### config.mk
export PLATFORM = sky130hd
export DESIGN_NAME = branch_predictor_top
export DESIGN_NICKNAME = d
export VERILOG_FILES = /design/src/logic/bp_pkg.sv /design/src/logic/branch_decoder.sv /design/src/logic/gshare_predictor.sv /design/src/logic/branch_queue.sv /design/src/logic/branch_predictor_top.sv
export VERILOG_INCLUDE_DIRS = /design/src /design/src/logic
export SDC_FILE = /design/constraint.sdc
export NUM_CORES = 1
export LEC_CHECK = 0
export ABC_AREA = 1
export BUFFER_PORTS_ARGS = -buffer_cell sky130_fd_sc_hd__buf_4
export CAP_MARGIN = 10
export CORE_ASPECT_RATIO = 0.5
export CORE_MARGIN = 2
export CORE_UTILIZATION = 40
export CTS_CLUSTER_SIZE = 25
export DETAILED_ROUTE_END_ITERATION = 8
export PLACE_DENSITY_LB_ADDON = 0.2
export SETUP_SLACK_MARGIN = 0.5
export SLEW_MARGIN = 20
export SYNTH_ARGS = -nofsm -noshare
export SYNTH_HDL_FRONTEND = slang
export SYNTH_SLANG_ARGS = --single-unit
### constraint.sdc
create_clock -name clock -period 5.4 [get_ports clock]
set_input_delay 0.27 -clock clock [delete_from_list [all_inputs] [get_ports clock]]
set_output_delay 0.27 -clock clock [all_outputs]
set_load 0.05 [all_outputs]
### src/logic/bp_macros.svh
// sizes shared by the branch predictor RTL and its testbench
// OBQ_DEPTH must be a power of two since queue pointers wrap by overflow
// BH_SIZE must be at least 2 and at most XLEN-2

`ifndef BP_MACROS_SVH
`define BP_MACROS_SVH

// global history length, also the pattern table index width
`define BH_SIZE 8

// in-flight branches the ordered queue can hold
`define OBQ_DEPTH 4

// pc and instruction word width
`define XLEN 32

`endif

### src/logic/bp_pkg.sv
// types shared by decoder, gshare core and branch queue
// field layout of instr_word_u follows the rv32 b-type encoding

`include "bp_macros.svh"

package bp_pkg;

	// opcode-only view of a fetched word
	typedef struct packed {
		logic [`XLEN-8:0] upper; // everything above the opcode
		logic [6:0]       opcode;
	} instr_raw_t;

	// b-type field view, msb first
	typedef struct packed {
		logic       imm12;   // sign bit of the offset
		logic [5:0] imm10_5;
		logic [4:0] rs2;
		logic [4:0] rs1;
		logic [2:0] funct3;
		logic [3:0] imm4_1;
		logic       imm11;
		logic [6:0] opcode;
	} instr_btype_t;

	// one instruction word read two ways
	typedef union packed {
		instr_raw_t   raw;
		instr_btype_t b;
	} instr_word_u;

	typedef struct packed {
		logic [`XLEN-1:0] pc;
		logic [`XLEN-1:0] target; // pc + b-type offset
	} fetch_branch_t;

	typedef struct packed {
		logic                taken;
		logic [`XLEN-1:0]    next_pc;
		logic [`BH_SIZE-1:0] history; // ghr before this branch was shifted in
	} prediction_t;

	typedef struct packed {
		logic [`XLEN-1:0]    pc;
		logic [`BH_SIZE-1:0] history;
		logic                taken;        // predicted direction
		logic [`XLEN-1:0]    fall_through; // pc + 4
		logic [`XLEN-1:0]    target;
	} obq_entry_t;

	typedef struct packed {
		logic [`XLEN-1:0]    pc;
		logic [`BH_SIZE-1:0] history;
		logic                taken; // actual outcome
	} rollback_t;

endpackage

### src/logic/branch_decoder.sv
// one fetched word per cycle, outputs are registered one cycle later
// only opcode 1100011 counts as a branch, jal/jalr are not recognized

`timescale 1ns/1ps
`include "bp_macros.svh"

module branch_decoder (
	input  logic                  clock,
	input  logic                  reset,
	input  logic                  fetch_valid,
	input  logic [`XLEN-1:0]      fetch_pc,
	input  bp_pkg::instr_word_u   fetch_instr,
	output logic                  branch_valid,
	output bp_pkg::fetch_branch_t branch
);
	import bp_pkg::*;

	localparam logic [6:0] OPCODE_BRANCH = 7'b1100011; // beq bne blt bge bltu bgeu

	logic             is_branch;
	logic [`XLEN-1:0] imm_b;       // sign-extended byte offset
	fetch_branch_t    branch_next;

	// opcode view decides if the word is a conditional branch
	assign is_branch = (fetch_instr.raw.opcode == OPCODE_BRANCH);

	// field view gives the scattered offset bits, bit 0 is implied zero
	assign imm_b = {
		{(`XLEN-12){fetch_instr.b.imm12}},
		fetch_instr.b.imm11,
		fetch_instr.b.imm10_5,
		fetch_instr.b.imm4_1,
		1'b0
	};

	always_comb begin
		branch_next.pc     = fetch_pc;
		branch_next.target = fetch_pc + imm_b; // pc-relative taken target
	end

	// strobe register
	always_ff @(posedge clock) begin
		if (reset) begin
			branch_valid <= 1'b0;
		end else begin
			branch_valid <= fetch_valid & is_branch; // non-branch words never reach gshare
		end
	end

	// payload is only meaningful while branch_valid is high
	always_ff @(posedge clock) begin
		if (fetch_valid) begin
			branch <= branch_next;
		end
	end

endmodule

### src/logic/gshare_predictor.sv
// one-bit gshare with a single speculative history register
// rollback wins over a new request and updates land on the next edge

`timescale 1ns/1ps
`include "bp_macros.svh"

module gshare_predictor (
	input  logic                  clock,
	input  logic                  reset,
	input  logic                  branch_valid,
	input  bp_pkg::fetch_branch_t branch,
	input  logic                  queue_full,
	input  logic                  rollback_valid,
	input  bp_pkg::rollback_t     rollback,
	output logic                  pred_valid,
	output bp_pkg::prediction_t   prediction
);

	localparam int PHT_SIZE = 1 << `BH_SIZE;

	logic [PHT_SIZE-1:0] pht;      // 1 = taken, cleared to not taken at reset
	logic [PHT_SIZE-1:0] pht_next;
	logic [`BH_SIZE-1:0] ghr;      // speculative global history, newest in bit 0
	logic [`BH_SIZE-1:0] ghr_next;
	logic [`BH_SIZE-1:0] pred_idx;
	logic [`BH_SIZE-1:0] fix_idx;
	logic                pred_taken;

	// hash with word-address bits, byte offset dropped
	assign pred_idx   = ghr ^ branch.pc[`BH_SIZE+1:2];
	assign fix_idx    = rollback.history ^ rollback.pc[`BH_SIZE+1:2];
	assign pred_taken = pht[pred_idx];

	// no slot in the queue or a rollback in flight means no prediction
	assign pred_valid = branch_valid & ~queue_full & ~rollback_valid;

	always_comb begin
		prediction.taken   = pred_taken;
		prediction.next_pc = pred_taken ? branch.target : branch.pc + `XLEN'd4;
		prediction.history = ghr; // checkpoint taken before the shift
	end

	always_comb begin
		pht_next = pht;
		ghr_next = ghr;
		if (rollback_valid) begin
			// restore the mispredicted branch's history with its real outcome
			ghr_next          = {rollback.history[`BH_SIZE-2:0], rollback.taken};
			pht_next[fix_idx] = ~pht[fix_idx]; // one-bit entry, flip it to the actual direction
		end else if (pred_valid) begin
			ghr_next = {ghr[`BH_SIZE-2:0], pred_taken}; // speculative shift
		end
	end

	always_ff @(posedge clock) begin
		if (reset) begin
			pht <= '0;
			ghr <= '0;
		end else begin
			pht <= pht_next;
			ghr <= ghr_next;
		end
	end

endmodule

### src/logic/branch_queue.sv
// in-order queue of predicted branches, resolutions must arrive in program order
// a resolve strobe with an empty queue is dropped
// a mispredict empties the whole queue at the next edge

`timescale 1ns/1ps
`include "bp_macros.svh"

module branch_queue (
	input  logic                  clock,
	input  logic                  reset,
	input  logic                  pred_valid,
	input  bp_pkg::fetch_branch_t branch,
	input  bp_pkg::prediction_t   prediction,
	input  logic                  resolve_valid,
	input  logic                  resolve_taken,
	output logic                  queue_full,
	output logic                  mispredict,
	output logic [`XLEN-1:0]      redirect_pc,
	output logic                  rollback_valid,
	output bp_pkg::rollback_t     rollback
);
	import bp_pkg::*;

	localparam int PTR_W = (`OBQ_DEPTH > 1) ? $clog2(`OBQ_DEPTH) : 1;
	localparam int CNT_W = PTR_W + 1;

	obq_entry_t       mem [`OBQ_DEPTH];
	obq_entry_t       head_entry;
	obq_entry_t       push_entry;
	logic [PTR_W-1:0] head;
	logic [PTR_W-1:0] tail;
	logic [CNT_W-1:0] count;
	logic             empty;
	logic             push;
	logic             pop;

	assign empty      = (count == '0);
	assign queue_full = (count == CNT_W'(`OBQ_DEPTH));
	assign push       = pred_valid; // every prediction is queued in the cycle it is made
	assign pop        = resolve_valid & ~empty;
	assign head_entry = mem[head];

	always_comb begin
		push_entry.pc           = branch.pc;
		push_entry.history      = prediction.history;
		push_entry.taken        = prediction.taken;
		push_entry.fall_through = branch.pc + `XLEN'd4;
		push_entry.target       = branch.target;
	end

	// head check, same cycle as the resolve strobe
	assign mispredict  = pop & (resolve_taken != head_entry.taken);
	assign redirect_pc = resolve_taken ? head_entry.target : head_entry.fall_through;

	// rollback info goes straight back to gshare
	assign rollback_valid = mispredict;
	always_comb begin
		rollback.pc      = head_entry.pc;
		rollback.history = head_entry.history;
		rollback.taken   = resolve_taken;
	end

	// storage, written only at the tail
	always_ff @(posedge clock) begin
		if (push) begin
			mem[tail] <= push_entry;
		end
	end

	always_ff @(posedge clock) begin
		if (reset) begin
			head  <= '0;
			tail  <= '0;
			count <= '0;
		end else if (mispredict) begin
			// flush younger entries together with the resolved head
			head  <= '0;
			tail  <= '0;
			count <= '0;
		end else begin
			if (push) tail <= tail + 1'b1; // wraps since depth is a power of two
			if (pop) head <= head + 1'b1;
			count <= count + CNT_W'(push) - CNT_W'(pop);
		end
	end

endmodule

### src/logic/branch_predictor_top.sv
// decoder -> gshare -> ordered queue, queue feeds rollback back to gshare
// fetch and resolve are one-cycle strobes with no back-pressure to fetch

`timescale 1ns/1ps
`include "bp_macros.svh"

module branch_predictor_top (
	input  logic                clock,
	input  logic                reset,
	input  logic                fetch_valid,
	input  logic [`XLEN-1:0]    fetch_pc,
	input  bp_pkg::instr_word_u fetch_instr,
	input  logic                resolve_valid,
	input  logic                resolve_taken,
	output logic                prediction_valid,
	output logic                prediction_taken,
	output logic [`XLEN-1:0]    prediction_next_pc,
	output logic                mispredict,
	output logic [`XLEN-1:0]    redirect_pc,
	output logic                queue_full
);
	import bp_pkg::*;

	logic          branch_valid;
	fetch_branch_t branch;
	logic          pred_valid;
	prediction_t   prediction;
	logic          rollback_valid;
	rollback_t     rollback;

	branch_decoder branch_decoder_inst (
		.clock        (clock),
		.reset        (reset),
		.fetch_valid  (fetch_valid),
		.fetch_pc     (fetch_pc),
		.fetch_instr  (fetch_instr),
		.branch_valid (branch_valid),
		.branch       (branch)
	);

	gshare_predictor gshare_predictor_inst (
		.clock          (clock),
		.reset          (reset),
		.branch_valid   (branch_valid),
		.branch         (branch),
		.queue_full     (queue_full),
		.rollback_valid (rollback_valid),
		.rollback       (rollback),
		.pred_valid     (pred_valid),
		.prediction     (prediction)
	);

	branch_queue branch_queue_inst (
		.clock          (clock),
		.reset          (reset),
		.pred_valid     (pred_valid),
		.branch         (branch),
		.prediction     (prediction),
		.resolve_valid  (resolve_valid),
		.resolve_taken  (resolve_taken),
		.queue_full     (queue_full),
		.mispredict     (mispredict),
		.redirect_pc    (redirect_pc),
		.rollback_valid (rollback_valid),
		.rollback       (rollback)
	);

	// prediction goes out in the same cycle it is queued
	assign prediction_valid   = pred_valid;
	assign prediction_taken   = prediction.taken;
	assign prediction_next_pc = prediction.next_pc;

endmodule

==> out/metrics.yaml <==
status: "finished, final reports clean"
nets: 4355
cellPowerDensity_nw_per_um2: 496
final_cell_area_um2: 37800
grt_use_met2_pct: 38.6
syn_nets: 4350
grt_max_degree: 160
synth.avg_cell_area_um2: 7.94
grt_pass1_wl_um: 160000
power.switching_w: 0.00861
period_share_pct: 87.7
grt_pass1_vias: 27025
syn_to_final_growth_pct: 12.2
grt_overflow: 0
irDropWorstVdd_mv: 1.01
worstHoldStart: "resolve_valid"
antenna_cells: 0
p_clk_share_pct: 24.1
dp.cells: 5255
max-clock-path-buffers: 3
met3_usage_pct: 2.92
vias: 28898
cts_inserted_buffers: 67
placed_area_um2: 35300
ys_seq_area_share_pct: 50.4
gp_congestion: 0.868
cap_violations: 0
async_reset_ff_share_pct: 0
p_seq_share_pct: 30.0
cp_data_required_time_ns: 5.13
start_kind: "flop"
p_sw_share_pct: 45.9
drive_above_1_share_pct: 7.54
drv_slew: 0
ant_nets: 0
final_cell_mix: "995 x nand2_1, 592 x nor2_1, 407 x o21ai_0"
worstRegToRegCells: 21
holdPathStages: 5
period_needed_ns: 4.74
core_um2: 83600
start_util_pct: 40.3
fill_cells: 8161
ys.flop_type: "edfxtp_1"
htree_levels: 3
place_ws_ns: 0.699
chipWidth_um: 414
relSlewSlack_pct: 21.5
synth_cell_types: 46
crit_arrival_ns: 4.47
max_stage_delay_ns: 0.57
fmax_mhz: 211
cts_tree: "done"
hold_viol: 0
via_per_inst: 5.34
cts_sinks: 657
drc: 0
path_clk_slew_ns: 0.06
comb_power_share_pct: 45.9
synth_edf_count: 383
dieArea_um2: 86700
fp.dieH_um: 209
critical_path.top_delay_family: "buffers and inverters"
setup.worst_path.start: "branch_decoder_inst.branch[35]$_DFFE_PP_"
cp_max_fo: 25
drt_iter0_drc: 2574
critPathBufInv: 4
synth_seq_cells: 657
firstDrtPassIters: 5
final_common_cell: "nand2_1"
syn_inst: 4242
antenna_found_initial: 0
met1_usage_pct: 32.8
yosys-top-cells-area: "edfxtp_1 34%, dfxtp_1 16%, nand2_1 11%"
dp_hpwl_um: 60200
synthesis.area_um2: 33700
crit_top_cell: "nand3_1"
clk_latency_ns: 0.63
intPower_w: 0.0101
setup_violations: 0
critical_path.endpoint_type: "primary output"
rsz0062_at_grt: "false"
tightest_slew_ns: 1.17
track_usage_pct: 23.5
path_class: "flop to primary output"
setup_slack_ns: 0.662
leakage_nw: 14.4
r2r_end: "gshare_predictor_inst.pht[248]$_SDFFE_PP0P_"
finalClockSkew_ns: 0.0247
yosys.area.top_type: "edfxtp_1"
yosysWarnings: 0
portBuffers: 123
cts_root_buf: "clkbuf_16"
io_pins: 137
min_path_type: "input pin to flop"
layout.cells.non_filler: 5411
wl_um: 104000
rows: 75
cp_slowest_cell: "edfxtp_1"
grt.busiest_layer: "met2"
r2r_setup_slack_ns: 0.83
wl_per_cell_um: 19.2
path_cells: "xnor2_2, inv_2, buf_4, o211ai_1, nand3_1, nand3_1, nand3_1, nand3_1, nand2_1, nand2_1, nand3_2, buf_4, nand3_1, nand2_1, buf_4"
synth_top_area_share_pct: 34.1
-- final cells by class --
cell class / count / area (um2) / area share, %
timing repair buffer: 227 / 2030 / 5.36
tap: 1116 / 1400 / 3.70
clock buffer: 94 / 1870 / 4.95
multi-input combinational: 2928 / 13900 / 36.9
clock inverter: 23 / 179 / 0.474
inverter: 366 / 1390 / 3.67
sequential: 657 / 17000 / 45.0
-- metrics by stage --
step	setup TNS, ns	power, W	hold WS (ns)	util, %
floorplan	-141.38	0.0123	0.339	-
global placement	0	0.0142	0.438	42.2
detailed placement	0	0.0141	0.440	42.2
CTS	0	0.0187	0.124	45.1
global route	0	0.0197	0.165	45.2
finish	0	0.0187	0.152	45.2
-- power groups by stage --
stage               logic, W  clock network, W  registers, W
floorplan            0.00665                 0       0.00565
global placement     0.00843                 0       0.00573
detailed placement   0.00842                 0       0.00573
CTS                  0.00847           0.00458       0.00562
global route         0.00932           0.00477       0.00564
finish               0.00861           0.00451       0.00562
-- registers in the layout (all words and copies together) (netlist names), named ones only --
name / flops
gshare_predictor_inst.pht: 256
branch_queue_inst.head: 2
gshare_predictor_inst.ghr: 8
branch_decoder_inst.branch: 63
branch_queue_inst.mem: 320
branch_queue_inst.count: 3
branch_queue_inst.tail: 2
branch_decoder_inst.branch_valid: 1
-- cell usage after synthesis, types with 2 or more instances --
cell / count
a21o_1: 3
a21oi_1: 301
a31oi_1: 40
a32o_1: 4
a32oi_1: 2
buf_1: 12
buf_2: 46
buf_4: 39
buf_6: 31
clkbuf_1: 164
dfxtp_1: 274
edfxtp_1: 383
fa_1: 2
ha_1: 37
inv_1: 359
inv_2: 5
nand2_1: 1000
nand2_2: 4
nand3_1: 218
nand3b_1: 4
nand4_1: 9
nor2_1: 596
nor2_4: 4
nor3_1: 9
nor3b_1: 2
nor4_1: 3
o211ai_1: 122
o21ai_0: 407
o21ai_1: 32
o221ai_1: 5
o22ai_1: 40
o2bb2ai_1: 2
or2_2: 2
xnor2_1: 23
xor2_1: 47
-- how the worst max path moves through the flow --
stage                                             endpoint  cells after the start
2_1_floorplan       branch_queue_inst.mem[0][10]$_DFFE_PP_                     13
3_3_place_gp    gshare_predictor_inst.pht[76]$_SDFFE_PP0P_                     22
3_5_place_dp   gshare_predictor_inst.pht[104]$_SDFFE_PP0P_                     22
4_1_cts                             prediction_next_pc[23]                     19
5_1_grt        gshare_predictor_inst.pht[241]$_SDFFE_PP0P_                     11
6_report                            prediction_next_pc[23]                     15
-- metal layers --
| metal | part of all wire (%) | wire length, um |
|---|---|---|
| met1 | 45 | 46300 |
| met2 | 46 | 47900 |
| met3 | 6.4 | 6670 |
| met4 | 2.7 | 2790 |
| met5 | 0 | 0 |
-- logic make-up (layout without fill, tap and decap cells) --
| group | Yosys count | in the layout | synth area share (%) |
|---|---|---|---|
| and+or+nand+nor | 1854 | 1855 | 21.8 |
| AOI/OAI and AO/OA | 963 | 963 | 15.7 |
| buffers and inverters | 658 | 710 | 8.64 |
| DFF | 657 | 657 | 50.4 |
| xor gates and xnor gates | 71 | 71 | 1.87 |
| adders and majority gates | 39 | 39 | 1.49 |
-- timing repair --
| item | in CTS | in global routing |
|---|---|---|
| hold buffers | 37 | 0 |
| pin swaps | 0 | 1 |
| setup endpoints to repair | 16 | 214 |
| gates resized for setup | 1 | 13 |
| endpoints found under the hold margin | 36 | 0 |
| setup buffers | 0 | 1 |
| cloned | 0 | 1 |
-- tightest hold or removal path: cells and delay by family --
| family | cells | cell delay, ns |
|---|---|---|
| buffers and inverters | 2 | 0.20 |
| and+or+nand+nor | 2 | 0.22 |
| AOI/OAI and AO/OA | 1 | 0.05 |
Note: power is estimated with default switching activity, not from simulation.
